### src/apb_timer_settings.svh
/* Bus widths and register map of the APB timer.
   DATA_W must be a multiple of 8. The map uses address bits 3..2 only. */
`ifndef APB_TIMER_SETTINGS_SVH
`define APB_TIMER_SETTINGS_SVH

`define DATA_W  32
`define ADDR_W  4
`define WSTRB_W (`DATA_W / 8)

// Register byte offsets.
`define ADDR_CTRL   4'h0
`define ADDR_LOAD   4'h4
`define ADDR_COUNT  4'h8
`define ADDR_STATUS 4'hC

`endif
### src/apb_timer_pkg.sv
/* Shared types of the APB timer.
   The control word layout assumes DATA_W of at least 4 bits. */
`include "apb_timer_settings.svh"

package apb_timer_pkg;

   // Field view of CTRL. Bit 0 is the LSB, so it is listed last.
   typedef struct packed {
      logic [`DATA_W-4:0] reserved;
      logic               irq_en;
      logic               auto_reload;
      logic               enable;
   } ctrl_fields_t;

   // Software writes bytes of raw, the core reads the fields.
   typedef union packed {
      logic [`DATA_W-1:0] raw;
      ctrl_fields_t       f;
   } ctrl_word_u;

   // Register index, taken from address bits 3..2.
   typedef enum logic [1:0] {
      CTRL   = 2'(`ADDR_CTRL >> 2),
      LOAD   = 2'(`ADDR_LOAD >> 2),
      COUNT  = 2'(`ADDR_COUNT >> 2),
      STATUS = 2'(`ADDR_STATUS >> 2)
   } reg_idx_e;

endpackage

### src/iob_if.sv
/* Internal valid/ready request bus. An all-zero wstrb marks a read,
   whose data returns later on rvalid/rready. */
`include "apb_timer_settings.svh"

interface iob_if;
   logic                valid;
   logic [`ADDR_W-1:0]  addr;
   logic [`DATA_W-1:0]  wdata;
   logic [`WSTRB_W-1:0] wstrb;
   logic                ready;
   logic                rvalid;
   logic [`DATA_W-1:0]  rdata;
   logic                rready;

   modport manager (
      output valid, addr, wdata, wstrb, rready,
      input  ready, rvalid, rdata
   );

   modport subordinate (
      input  valid, addr, wdata, wstrb, rready,
      output ready, rvalid, rdata
   );
endinterface

### src/apb_timer_top.sv
/* APB timer with one down counter and a level interrupt.
   APB without PPROT and PSLVERR; only address bits 3..2 are decoded. */
`include "apb_timer_settings.svh"

module apb_timer_top (
   input  logic                clk_i,
   input  logic                rst_n_i,
   input  logic                apb_sel_i,
   input  logic                apb_enable_i,
   input  logic                apb_write_i,
   input  logic [`ADDR_W-1:0]  apb_addr_i,
   input  logic [`DATA_W-1:0]  apb_wdata_i,
   input  logic [`WSTRB_W-1:0] apb_wstrb_i,
   output logic [`DATA_W-1:0]  apb_rdata_o,
   output logic                apb_ready_o,
   output logic                irq_o
);
   apb_timer_pkg::ctrl_word_u ctrl;
   logic [`DATA_W-1:0]        load_value;
   logic                      load_stb;
   logic [`DATA_W-1:0]        count;
   logic                      expire_stb;

   iob_if iob_bus ();

   apb2iob bridge_i (
      .clk_i       (clk_i),
      .rst_n_i     (rst_n_i),
      .apb_sel_i   (apb_sel_i),
      .apb_enable_i(apb_enable_i),
      .apb_write_i (apb_write_i),
      .apb_addr_i  (apb_addr_i),
      .apb_wdata_i (apb_wdata_i),
      .apb_wstrb_i (apb_wstrb_i),
      .apb_rdata_o (apb_rdata_o),
      .apb_ready_o (apb_ready_o),
      .bus_o       (iob_bus)
   );

   timer_regs regs_i (
      .clk_i       (clk_i),
      .rst_n_i     (rst_n_i),
      .bus_i       (iob_bus),
      .ctrl_o      (ctrl),
      .load_value_o(load_value),
      .load_stb_o  (load_stb),
      .count_i     (count),
      .expire_stb_i(expire_stb),
      .irq_o       (irq_o)
   );

   timer_core core_i (
      .clk_i       (clk_i),
      .rst_n_i     (rst_n_i),
      .ctrl_i      (ctrl),
      .load_value_i(load_value),
      .load_stb_i  (load_stb),
      .count_o     (count),
      .expire_stb_o(expire_stb)
   );

endmodule

### src/timer_core.sv
/* Down counter of the timer. Counts one per clock while enabled.
   A load always wins; auto-reload restarts from the LOAD value after expiry. */
`include "apb_timer_settings.svh"

module timer_core (
   input  logic                      clk_i,
   input  logic                      rst_n_i,
   input  apb_timer_pkg::ctrl_word_u ctrl_i,
   input  logic [`DATA_W-1:0]        load_value_i,
   input  logic                      load_stb_i,
   output logic [`DATA_W-1:0]        count_o,
   output logic                      expire_stb_o
);
   localparam logic [`DATA_W-1:0] COUNT_ONE = {{(`DATA_W-1){1'b0}}, 1'b1};

   logic [`DATA_W-1:0] count_q;
   logic               expire_q;
   logic               last_tick;
   logic               reload;

   // The step from 1 to 0 is the expiry.
   assign last_tick = ctrl_i.f.enable && (count_q == COUNT_ONE) && !load_stb_i;

   // Reload happens on the edge after the expiry pulse.
   assign reload = expire_q && ctrl_i.f.auto_reload;

   always_ff @(posedge clk_i or negedge rst_n_i) begin
      if (!rst_n_i) begin
         count_q  <= '0;
         expire_q <= 1'b0;
      end else begin
         expire_q <= last_tick;
         if (load_stb_i) begin
            count_q <= load_value_i;
         end else if (ctrl_i.f.enable) begin
            if (count_q != '0) begin
               count_q <= count_q - COUNT_ONE;
            end else if (reload) begin
               count_q <= load_value_i;
            end
         end
      end
   end

   assign count_o      = count_q;
   assign expire_stb_o = expire_q;

endmodule

### src/timer_regs.sv
/* Timer register block on the request bus: CTRL, LOAD, COUNT (read only)
   and STATUS (write 1 to clear). Read data returns one cycle after accept. */
`include "apb_timer_settings.svh"

module timer_regs (
   input  logic                      clk_i,
   input  logic                      rst_n_i,
   iob_if.subordinate                bus_i,
   output apb_timer_pkg::ctrl_word_u ctrl_o,
   output logic [`DATA_W-1:0]        load_value_o,
   output logic                      load_stb_o,
   input  logic [`DATA_W-1:0]        count_i,
   input  logic                      expire_stb_i,
   output logic                      irq_o
);
   apb_timer_pkg::reg_idx_e   idx;
   apb_timer_pkg::ctrl_word_u ctrl_q;
   apb_timer_pkg::ctrl_word_u ctrl_wr;
   logic [`DATA_W-1:0]        load_q;
   logic                      load_stb_q;
   logic                      expired_q;
   logic                      irq_q;
   logic                      rvalid_q;
   logic [`DATA_W-1:0]        rdata_q;
   logic [`DATA_W-1:0]        rd_word;
   logic                      accept;
   logic                      wr_en;
   logic                      rd_en;
   logic                      status_clr;

   function automatic logic [`DATA_W-1:0] merge_bytes(
      input logic [`DATA_W-1:0]  old_val,
      input logic [`DATA_W-1:0]  new_val,
      input logic [`WSTRB_W-1:0] strb
   );
      logic [`DATA_W-1:0] res;
      res = old_val;
      for (int i = 0; i < `WSTRB_W; i++) begin
         if (strb[i]) begin
            res[8*i +: 8] = new_val[8*i +: 8];
         end
      end
      return res;
   endfunction

   assign idx    = apb_timer_pkg::reg_idx_e'(bus_i.addr[3:2]);
   assign accept = bus_i.valid & bus_i.ready;
   assign wr_en  = accept & (bus_i.wstrb != '0);
   assign rd_en  = accept & (bus_i.wstrb == '0);

   assign status_clr = wr_en && (idx == apb_timer_pkg::STATUS) &&
                       bus_i.wstrb[0] && bus_i.wdata[0];

   // Bytes land in the raw view, reserved bits are forced back to zero.
   always_comb begin
      ctrl_wr.raw        = merge_bytes(ctrl_q.raw, bus_i.wdata, bus_i.wstrb);
      ctrl_wr.f.reserved = '0;
   end

   always_comb begin
      case (idx)
         apb_timer_pkg::CTRL:  rd_word = ctrl_q.raw;
         apb_timer_pkg::LOAD:  rd_word = load_q;
         apb_timer_pkg::COUNT: rd_word = count_i;
         default:              rd_word = {{(`DATA_W-1){1'b0}}, expired_q};
      endcase
   end

   always_ff @(posedge clk_i or negedge rst_n_i) begin
      if (!rst_n_i) begin
         ctrl_q     <= '0;
         load_q     <= '0;
         load_stb_q <= 1'b0;
         expired_q  <= 1'b0;
         irq_q      <= 1'b0;
         rvalid_q   <= 1'b0;
      end else begin
         load_stb_q <= wr_en && (idx == apb_timer_pkg::LOAD);
         if (wr_en && (idx == apb_timer_pkg::CTRL)) begin
            ctrl_q <= ctrl_wr;
         end
         if (wr_en && (idx == apb_timer_pkg::LOAD)) begin
            load_q <= merge_bytes(load_q, bus_i.wdata, bus_i.wstrb);
         end
         // A new expiry beats a clear in the same cycle.
         if (expire_stb_i) begin
            expired_q <= 1'b1;
         end else if (status_clr) begin
            expired_q <= 1'b0;
         end
         irq_q <= expired_q & ctrl_q.f.irq_en;
         if (rvalid_q && bus_i.rready) begin
            rvalid_q <= 1'b0;
         end
         if (rd_en) begin
            rvalid_q <= 1'b1;
         end
      end
   end

   always_ff @(posedge clk_i) begin
      if (rd_en) begin
         rdata_q <= rd_word;
      end
   end

   // No new request while a read response waits.
   assign bus_i.ready  = ~rvalid_q;
   assign bus_i.rvalid = rvalid_q;
   assign bus_i.rdata  = rdata_q;

   assign ctrl_o       = ctrl_q;
   assign load_value_o = load_q;
   assign load_stb_o   = load_stb_q;
   assign irq_o        = irq_q;

endmodule

### src/apb2iob.sv
/* APB subordinate to request-bus manager. No PPROT or PSLVERR.
   Writes finish one cycle after the access phase starts, reads two. */
`include "apb_timer_settings.svh"

module apb2iob (
   input  logic                clk_i,
   input  logic                rst_n_i,
   input  logic                apb_sel_i,
   input  logic                apb_enable_i,
   input  logic                apb_write_i,
   input  logic [`ADDR_W-1:0]  apb_addr_i,
   input  logic [`DATA_W-1:0]  apb_wdata_i,
   input  logic [`WSTRB_W-1:0] apb_wstrb_i,
   output logic [`DATA_W-1:0]  apb_rdata_o,
   output logic                apb_ready_o,
   iob_if.manager              bus_o
);
   localparam logic [1:0] WAIT_ENABLE = 2'd0;
   localparam logic [1:0] WAIT_READY  = 2'd1;
   localparam logic [1:0] WAIT_RVALID = 2'd2;
   localparam logic [1:0] READY_PULSE = 2'd3;

   logic [1:0]          state_q;
   logic [1:0]          state_nxt;
   logic                req_valid;
   logic                rready;
   logic                apb_ready_nxt;
   logic [`WSTRB_W-1:0] req_wstrb;

   // Strobes are masked so the subordinate sees a read.
   assign req_wstrb    = apb_write_i ? apb_wstrb_i : '0;

   assign bus_o.valid  = req_valid;
   assign bus_o.addr   = apb_addr_i;
   assign bus_o.wdata  = apb_wdata_i;
   assign bus_o.wstrb  = req_wstrb;
   assign bus_o.rready = rready;

   always_comb begin
      state_nxt     = state_q;
      req_valid     = 1'b0;
      rready        = 1'b0;
      apb_ready_nxt = 1'b0;

      case (state_q)
         WAIT_ENABLE: begin
            req_valid = apb_sel_i & apb_enable_i;
         end
         WAIT_READY: begin
            req_valid = 1'b1;
         end
         WAIT_RVALID: begin
            rready = 1'b1;
            if (bus_o.rvalid) begin
               apb_ready_nxt = 1'b1;
               state_nxt     = READY_PULSE;
            end
         end
         default: begin
            // APB ready is high this cycle, the transfer ends here.
            state_nxt = WAIT_ENABLE;
         end
      endcase

      // Only one request leaves per transfer, it stays up until accepted.
      if (req_valid) begin
         if (!bus_o.ready) begin
            state_nxt = WAIT_READY;
         end else if (req_wstrb != '0) begin
            apb_ready_nxt = 1'b1;
            state_nxt     = READY_PULSE;
         end else begin
            state_nxt = WAIT_RVALID;
         end
      end
   end

   always_ff @(posedge clk_i or negedge rst_n_i) begin
      if (!rst_n_i) begin
         state_q     <= WAIT_ENABLE;
         apb_ready_o <= 1'b0;
      end else begin
         state_q     <= state_nxt;
         apb_ready_o <= apb_ready_nxt;
      end
   end

   // Read data is held for the APB data phase.
   always_ff @(posedge clk_i) begin
      if (rready && bus_o.rvalid) begin
         apb_rdata_o <= bus_o.rdata;
      end
   end

endmodule

### config.mk
export PLATFORM = sky130hd
export DESIGN_NAME = apb_timer_top
export DESIGN_NICKNAME = d
export VERILOG_FILES = /design/src/apb_timer_pkg.sv /design/src/iob_if.sv /design/src/apb_timer_top.sv /design/src/timer_core.sv /design/src/timer_regs.sv /design/src/apb2iob.sv
export VERILOG_INCLUDE_DIRS = /design/src /design/src/src
export SDC_FILE = /design/constraint.sdc
export NUM_CORES = 1
export LEC_CHECK = 0
export BUFFER_PORTS_ARGS = -buffer_cell sky130_fd_sc_hd__buf_2
export CORE_ASPECT_RATIO = 1.2
export CORE_MARGIN = 5
export CORE_UTILIZATION = 50
export DETAILED_ROUTE_END_ITERATION = 12
export PLACE_DENSITY_LB_ADDON = 0.2
export SLEW_MARGIN = 30
export SYNTH_ARGS = -nofsm -noshare
export SYNTH_HDL_FRONTEND = slang
export SYNTH_SLANG_ARGS = --single-unit
### constraint.sdc
create_clock -name clk_i -period 3.2 [get_ports clk_i]
set_input_delay 0.64 -clock clk_i [delete_from_list [all_inputs] [get_ports clk_i]]
set_output_delay 0.64 -clock clk_i [all_outputs]
set_load 0.01 [all_outputs]
Word level (Yosys, flattened, before mapping)
Index checks and enable logic that the tools add are counted.
{"block": "totals", "reg_bits": 139, "input_bits": 45, "output_inout_bits": 34, "word_cells": 79}
{"block": "classes", "muxes": 22, "n_addsub": 1, "reduce_logical": 27, "bitwise": 6, "n_eq_ne": 8}
{"op": "32-bit two-way mux", "count": 4}
{"op": "32-bit case mux with 3 select lines", "count": 1}
{"op": "32-bit by 1-bit == test with 1-bit output, second input constant", "count": 1}
{"op": "32-bit nonzero test", "count": 1}
{"op": "32-bit by 1-bit subtractor with 32-bit output, second input constant", "count": 1}
{"op": "2-bit AND reduction", "count": 7}
{"op": "1-bit two-way mux", "count": 11}
{"op": "1-bit logical AND", "count": 9}
{"op": "2-bit == test, second input constant", "count": 3}
{"op": "2-bit two-way mux", "count": 3}
{"op": "2-bit nonzero test", "count": 3}
{"op": "1-bit bitwise AND", "count": 5}
{"op": "2-bit by 1-bit == test with 1-bit output, second input constant", "count": 2}
{"op": "2-bit zero test", "count": 2}
{"op": "4-bit zero test", "count": 1}
{"op": "4-bit two-way mux", "count": 1}
{"op": "2-bit case mux with 2 select lines", "count": 1}
{"op": "4-bit nonzero test", "count": 1}
{"op": "3-bit by 1-bit != test with 1-bit output, second input constant", "count": 1}
{"op": "3-bit nonzero test", "count": 1}
{"op": "2-bit by 1-bit != test with 1-bit output, second input constant", "count": 1}
{"op": "1-bit case mux with 2 select lines", "count": 1}
{"op": "2-bit OR reduction", "count": 1}
{"op": "1-bit zero test", "count": 1}
{"op": "1-bit NOT", "count": 1}

Depth between registers and ports, before layout
{"block": "depth", "word_depth": 9, "depth_mapped": 9, "ltp_nobuf": 7}

Modules after synthesis
A second synthesis with hierarchy kept.
{"block": "unflattened", "cells_unflattened": 582, "area_unflattened_um2": 6867.8}
{"mod": "timer_regs", "cells_each": 197, "area_each_um2": 3035.4, "instances": 1, "seq_area_each_um2": 1936.9}
{"mod": "timer_core", "cells_each": 301, "area_each_um2": 2432.3, "instances": 1, "seq_area_each_um2": 825.8}
{"mod": "apb2iob", "cells_each": 84, "area_each_um2": 1400.1, "instances": 1, "seq_area_each_um2": 1036.0}

Worst setup path after synthesis
No wires, ideal clock.
{"block": "synth_path", "path_kind": "input -> register", "startpoint": "input port apb_wstrb_i[0]", "endpoint": "register regs_i.rdata_q[0] (netlist: regs_i.bus_i.rdata[0]), enable pin", "slack_ps": 763, "required_ps": 2807, "stages": 2, "setup_time_ps": 393, "n_path_buf": 0, "arrival_ps": 2044, "path_cell_list": "o41ai_1 -> and2_1"}
{"block": "synth_via", "elab_chain_len": 3}
{"element": "start: declaration", "line": "apb_timer_top.sv:13", "source": "input logic [`WSTRB_W-1:0] apb_wstrb_i,"}
{"element": "4-bit two-way mux", "line": "apb2iob.sv:31", "source": "assign req_wstrb = apb_write_i ? apb_wstrb_i : '0;"}
{"element": "4-bit zero test", "line": "timer_regs.sv:49", "source": "assign rd_en = accept & (bus_i.wstrb == '0);"}
{"element": "1-bit bitwise AND", "line": "timer_regs.sv:49"}
{"element": "named net regs_i.rd_en", "line": "timer_regs.sv:28", "source": "logic rd_en;"}
{"element": "end signal: assignment", "line": "timer_regs.sv:103", "source": "rdata_q <= rd_word;"}
{"element": "end: declaration", "line": "timer_regs.sv:24", "source": "logic [`DATA_W-1:0] rdata_q;"}
The timed path passes the listed nets, and every way through them passes these cells.
A chain may end at the register's enable or synchronous reset.

Worst setup path after layout
{"block": "layout_path", "startpoint": "register core_i.count_q[0] (netlist: core_i.count_o[0])", "endpoint": "register core_i.count_q[11] (netlist: core_i.count_o[11])"}
{"block": "layout_via", "elab_chain_len": 4, "word_cells_on_any_way": 7, "classes_between": "1 x add/sub; 3 x mux; 3 x reduce/logical"}
{"element": "start: declaration", "line": "timer_core.sv:16", "source": "logic [`DATA_W-1:0] count_q;"}
{"element": "start signal: assignment", "line": "timer_core.sv:34", "source": "count_q <= load_value_i;"}
{"element": "start signal: assignment", "line": "timer_core.sv:37", "source": "count_q <= count_q - COUNT_ONE;"}
{"element": "start signal: assignment", "line": "timer_core.sv:39", "source": "count_q <= load_value_i;"}
{"element": "32-bit by 1-bit subtractor with 32-bit output / 32-bit nonzero test (equally long branches)", "line": "timer_core.sv:37, timer_core.sv:36"}
{"element": "32-bit two-way mux", "line": "timer_core.sv:36", "source": "if (count_q != '0) begin"}
{"element": "32-bit two-way mux", "line": "timer_core.sv:35", "source": "end else if (ctrl_i.f.enable) begin"}
{"element": "32-bit two-way mux", "line": "timer_core.sv:33", "source": "if (load_stb_i) begin"}
Parallel ways exist; a longest one is shown, timed or not. The select of a mux whose other input is x is not followed.

==> flow_summary.yaml <==
outcome:
  status: "finished, final reports clean"
clocking:
  post-cts-setup-buffers: 0
  cts_tree: "built"
  postCtsResizedCells: 0
  htree_levels: 4
  clk_pin_slew_ns: 0.06
  cts.path.max_buffers: 2
  clock_sinks: 139
  numCtsBuffers: 17
  ctsHoldBuffers: 0
  cts_root_buf: "clkbuf_16"
  clock_latency_ns: 0.42
sta:
  setup_violations: 0
  max_clock_freq_mhz: 369.7
  rsz0062_at_grt: "no"
  hold_viol: 0
  tightest_slew_ns: 0.7256
  finClkSkew_ns: 0.007612
  slew_violations: 0
  maxSlewHeadroom_pct: 51.47
  whs_ns: 0.2427
  period_minus_slack_ns: 2.705
  period_share_pct: 84.53
  fin_setup_tns_ns: 0
yosys:
  yosys_register_bits: 139
  avgSynthCellArea_um2: 12.79
  synth_nets: 537
  synth_flop_cell: "dfrtp_1"
  yosysUniqueCellTypes: 66
  synth_top_cell_by_area: "edfxtp_1"
  synth_seq_area_share_pct: 60.64
  synth_top_area_share_pct: 30.68
  async_flop_share_pct: 53.96
  syn_inst: 490
  syn_area_um2: 6265
  synth.area.top_cells: "edfxtp_1 31%, dfrtp_1 30%, mux2_2 6.8%"
  synth_warnings: 0
  synth_edf_count: 64
floorplanning:
  io_pins: 79
  core_area_um2: 12220
  fp.dieW_um: 112.2
  initial_core_util_pct: 51.26
  die-area_um2: 14880
  core.rowCount: 44
  dieHeight_um: 132.6
layout:
  stdcell_area_um2: 7496
  final_cell_mix: "75 x dfrtp_1, 75 x buf_2, 64 x edfxtp_1, 38 x mux2_2, 29 x a22o_1"
  fillers: 978
  seq_area_um2: 3799
  multi_input_area_um2: 2278
  finalNetCount: 620
  syn_to_final_growth_pct: 19.65
  antennaDiodeCount: 0
  drive_above_1_share_pct: 30.20
  instances_no_fill: 747
grt:
  gr-usage-all-layers_pct: 19.33
  grt_max_degree: 76
  grt_overflow: 0
  grt_pass1_wl_mm: 22.73
  antenna_found_initial: 0
  grt_pass1_vias: 4483
critical_path:
  reg2reg_depth: 8
  crit_start: "core_i.count_o[0]$_DFFE_PN0P_"
  required_ns: 3.52
  r2r_end: "core_i.count_o[11]$_DFFE_PN0P_"
  cp-end-kind: "flop"
  critical_path_arrival_ns: 3.03
  crit_chain: "inv_1, ha_1, nor3b_1, and4_1, a31oi_2, buf_4, o22ai_1, a221oi_1"
  critPathSlowestCell: "a31oi_2"
  cp_top_family: "compound AO/OA/AOI/OAI gates"
  cp_num_buf_inv: 2
  cp_slowest_stage_delay_ns: 0.64
  crit_type: "flop to flop"
  endpoint: "core_i.count_o[11]$_DFFE_PN0P_"
  start_kind: "flop"
  reg2reg_from: "core_i.count_o[0]$_DFFE_PN0P_"
  reg2reg_slack_ns: 0.50
  path_depth: 8
  path_max_fanout: 11
route:
  drtIter0Drc: 275
  drt_first_pass_iters: 5
  drc: 0
  ant_nets: 0
  wl_mm: 13.83
  vias: 4483
  routed_via_density: 6.001
  wl_per_cell_um: 18.51
power:
  p_int_uw: 4469
  power.total_uw: 6593
  vdd_ir_drop_max_mv: 0.4210
  p_per_area_nw_per_um2: 879.5
  p_leak_uw: 0.003104
  switching_share_pct: 32.22
  switchingPower_uw: 2124
  seqPwrFrac_pct: 42.3
  pwr-share-clk_pct: 32.6
  p_comb_share_pct: 25.1
run:
  maxCapViolCount: 0
worst_hold_path:
  hp-class: "input pin to asynchronous set/reset pin"
place:
  dp.cells: 715
  portBuffers: 76
  hpwl_mm: 9.427
  place.gp.congestion: 0.8940
  post_dp_cell_area_um2: 6834
==> synthesized netlist by cell type (all sizes together) (2+ instances only) <==
cell type  count
and3           4
o22ai          5
o32a           2
a22o          30
dfrtp         75
nand3         15
or4            4
and2           4
o22a           7
nor4          11
mux2          39
clkbuf        16
or2            2
or3            4
nand4          8
a22oi          8
a21o           2
buf           12
o32ai          2
nor3          19
a21oi         18
ha             2
inv           14
and4           2
a31oi          3
a32oi          4
nand2         21
o21ai         27
mux2i          9
a311oi         2
edfxtp        64
a2bb2oi        2
o31ai          2
nor2b          3
o2bb2ai        6
nor2          24
==> flip-flops by register name, indices dropped and copies added (netlist names) <==
name	flops
bridge_i.state_q	2
bridge_i.apb_ready_o	1
core_i.count_o	32
regs_i.load_stb_o	1
core_i.expire_stb_o	1
regs_i.ctrl_o	3
regs_i.irq_o	1
regs_i.expired_q	1
regs_i.load_value_o	32
bridge_i.apb_rdata_o	32
regs_i.bus_i.rvalid	1
regs_i.bus_i.rdata	32
==> per-stage QoR <==
step	worst slack, ns	utilization [%]
after floorplan	0.7635	-
after global placement	0.5335	55.92
final	0.4950	61.33
after CTS	0.4933	61.30
after detailed placement	0.4986	55.92
after global routing	0.3519	61.33
==> worst register-to-register path: stages (launching register included) <==
cell      delay, ns
dfrtp_1        0.45
inv_1          0.11
ha_1           0.26
nor3b_1        0.19
and4_1         0.28
a31oi_2        0.64
buf_4          0.31
o22ai_1        0.09
a221oi_1       0.28
==> worst min-delay path by stage <==
stage,start,end,slack [ns]
global placement,regs_i.bus_i.rdata[14]$_DFFE_PP_,bridge_i.apb_rdata_o[14]$_DFFE_PP_,0.40
global route,rst_n_i,regs_i.load_value_o[20]$_DFFE_PN0P_,0.31
finish,rst_n_i,regs_i.load_value_o[20]$_DFFE_PN0P_,0.24
detailed placement,regs_i.bus_i.rdata[13]$_DFFE_PP_,bridge_i.apb_rdata_o[13]$_DFFE_PP_,0.40
floorplan,rst_n_i,bridge_i.apb_ready_o$_DFF_PN0_,0.34
CTS,rst_n_i,regs_i.load_value_o[23]$_DFFE_PN0P_,0.42
==> metal layers <==
layer	part of all wire [%]	vias to the layer above	track usage, %	wire length [µm]
met1	45	2223	25.88	6177
met3	5.7	18	4.568	783
met5	0	-	0	0
met2	48	159	30.42	6671
met4	1.4	0	7.949	199
li1	-	2083	-	-
==> power groups by stage <==
stage / Combinational [µW] / Sequential (µW) / Clock [µW]
floorplan: 1270 / 2690 / 0
CTS: 1660 / 2780 / 2180
global placement: 1610 / 2780 / 0
global route: 1830 / 2850 / 2270
finish: 1660 / 2790 / 2150
detailed placement: 1650 / 2810 / 0
==> logic make-up (layout without fill, tap and decap cells) <==
kind of cell | count (synthesis) | after routing | synth area share, %
fa+ha+maj | 2 | 2 | 0.3994
simple gates | 127 | 127 | 11.74
compound gates | 131 | 131 | 15.26
buf+inv | 42 | 138 | 3.155
flops | 139 | 139 | 60.64
mux | 49 | 49 | 8.808
==> cell type report <==
cell class                      instances  share of cell area, %
Multi-Input combinational cell        309                  30.40
Clock buffer                           20                  6.226
Clock inverter                         12                  2.554
Inverter                               14                 0.7011
Timing Repair Buffer                   92                  6.760
Sequential cell                       139                  50.68
Tap cell                              161                  2.687
(Power assumes the default switching activity.)
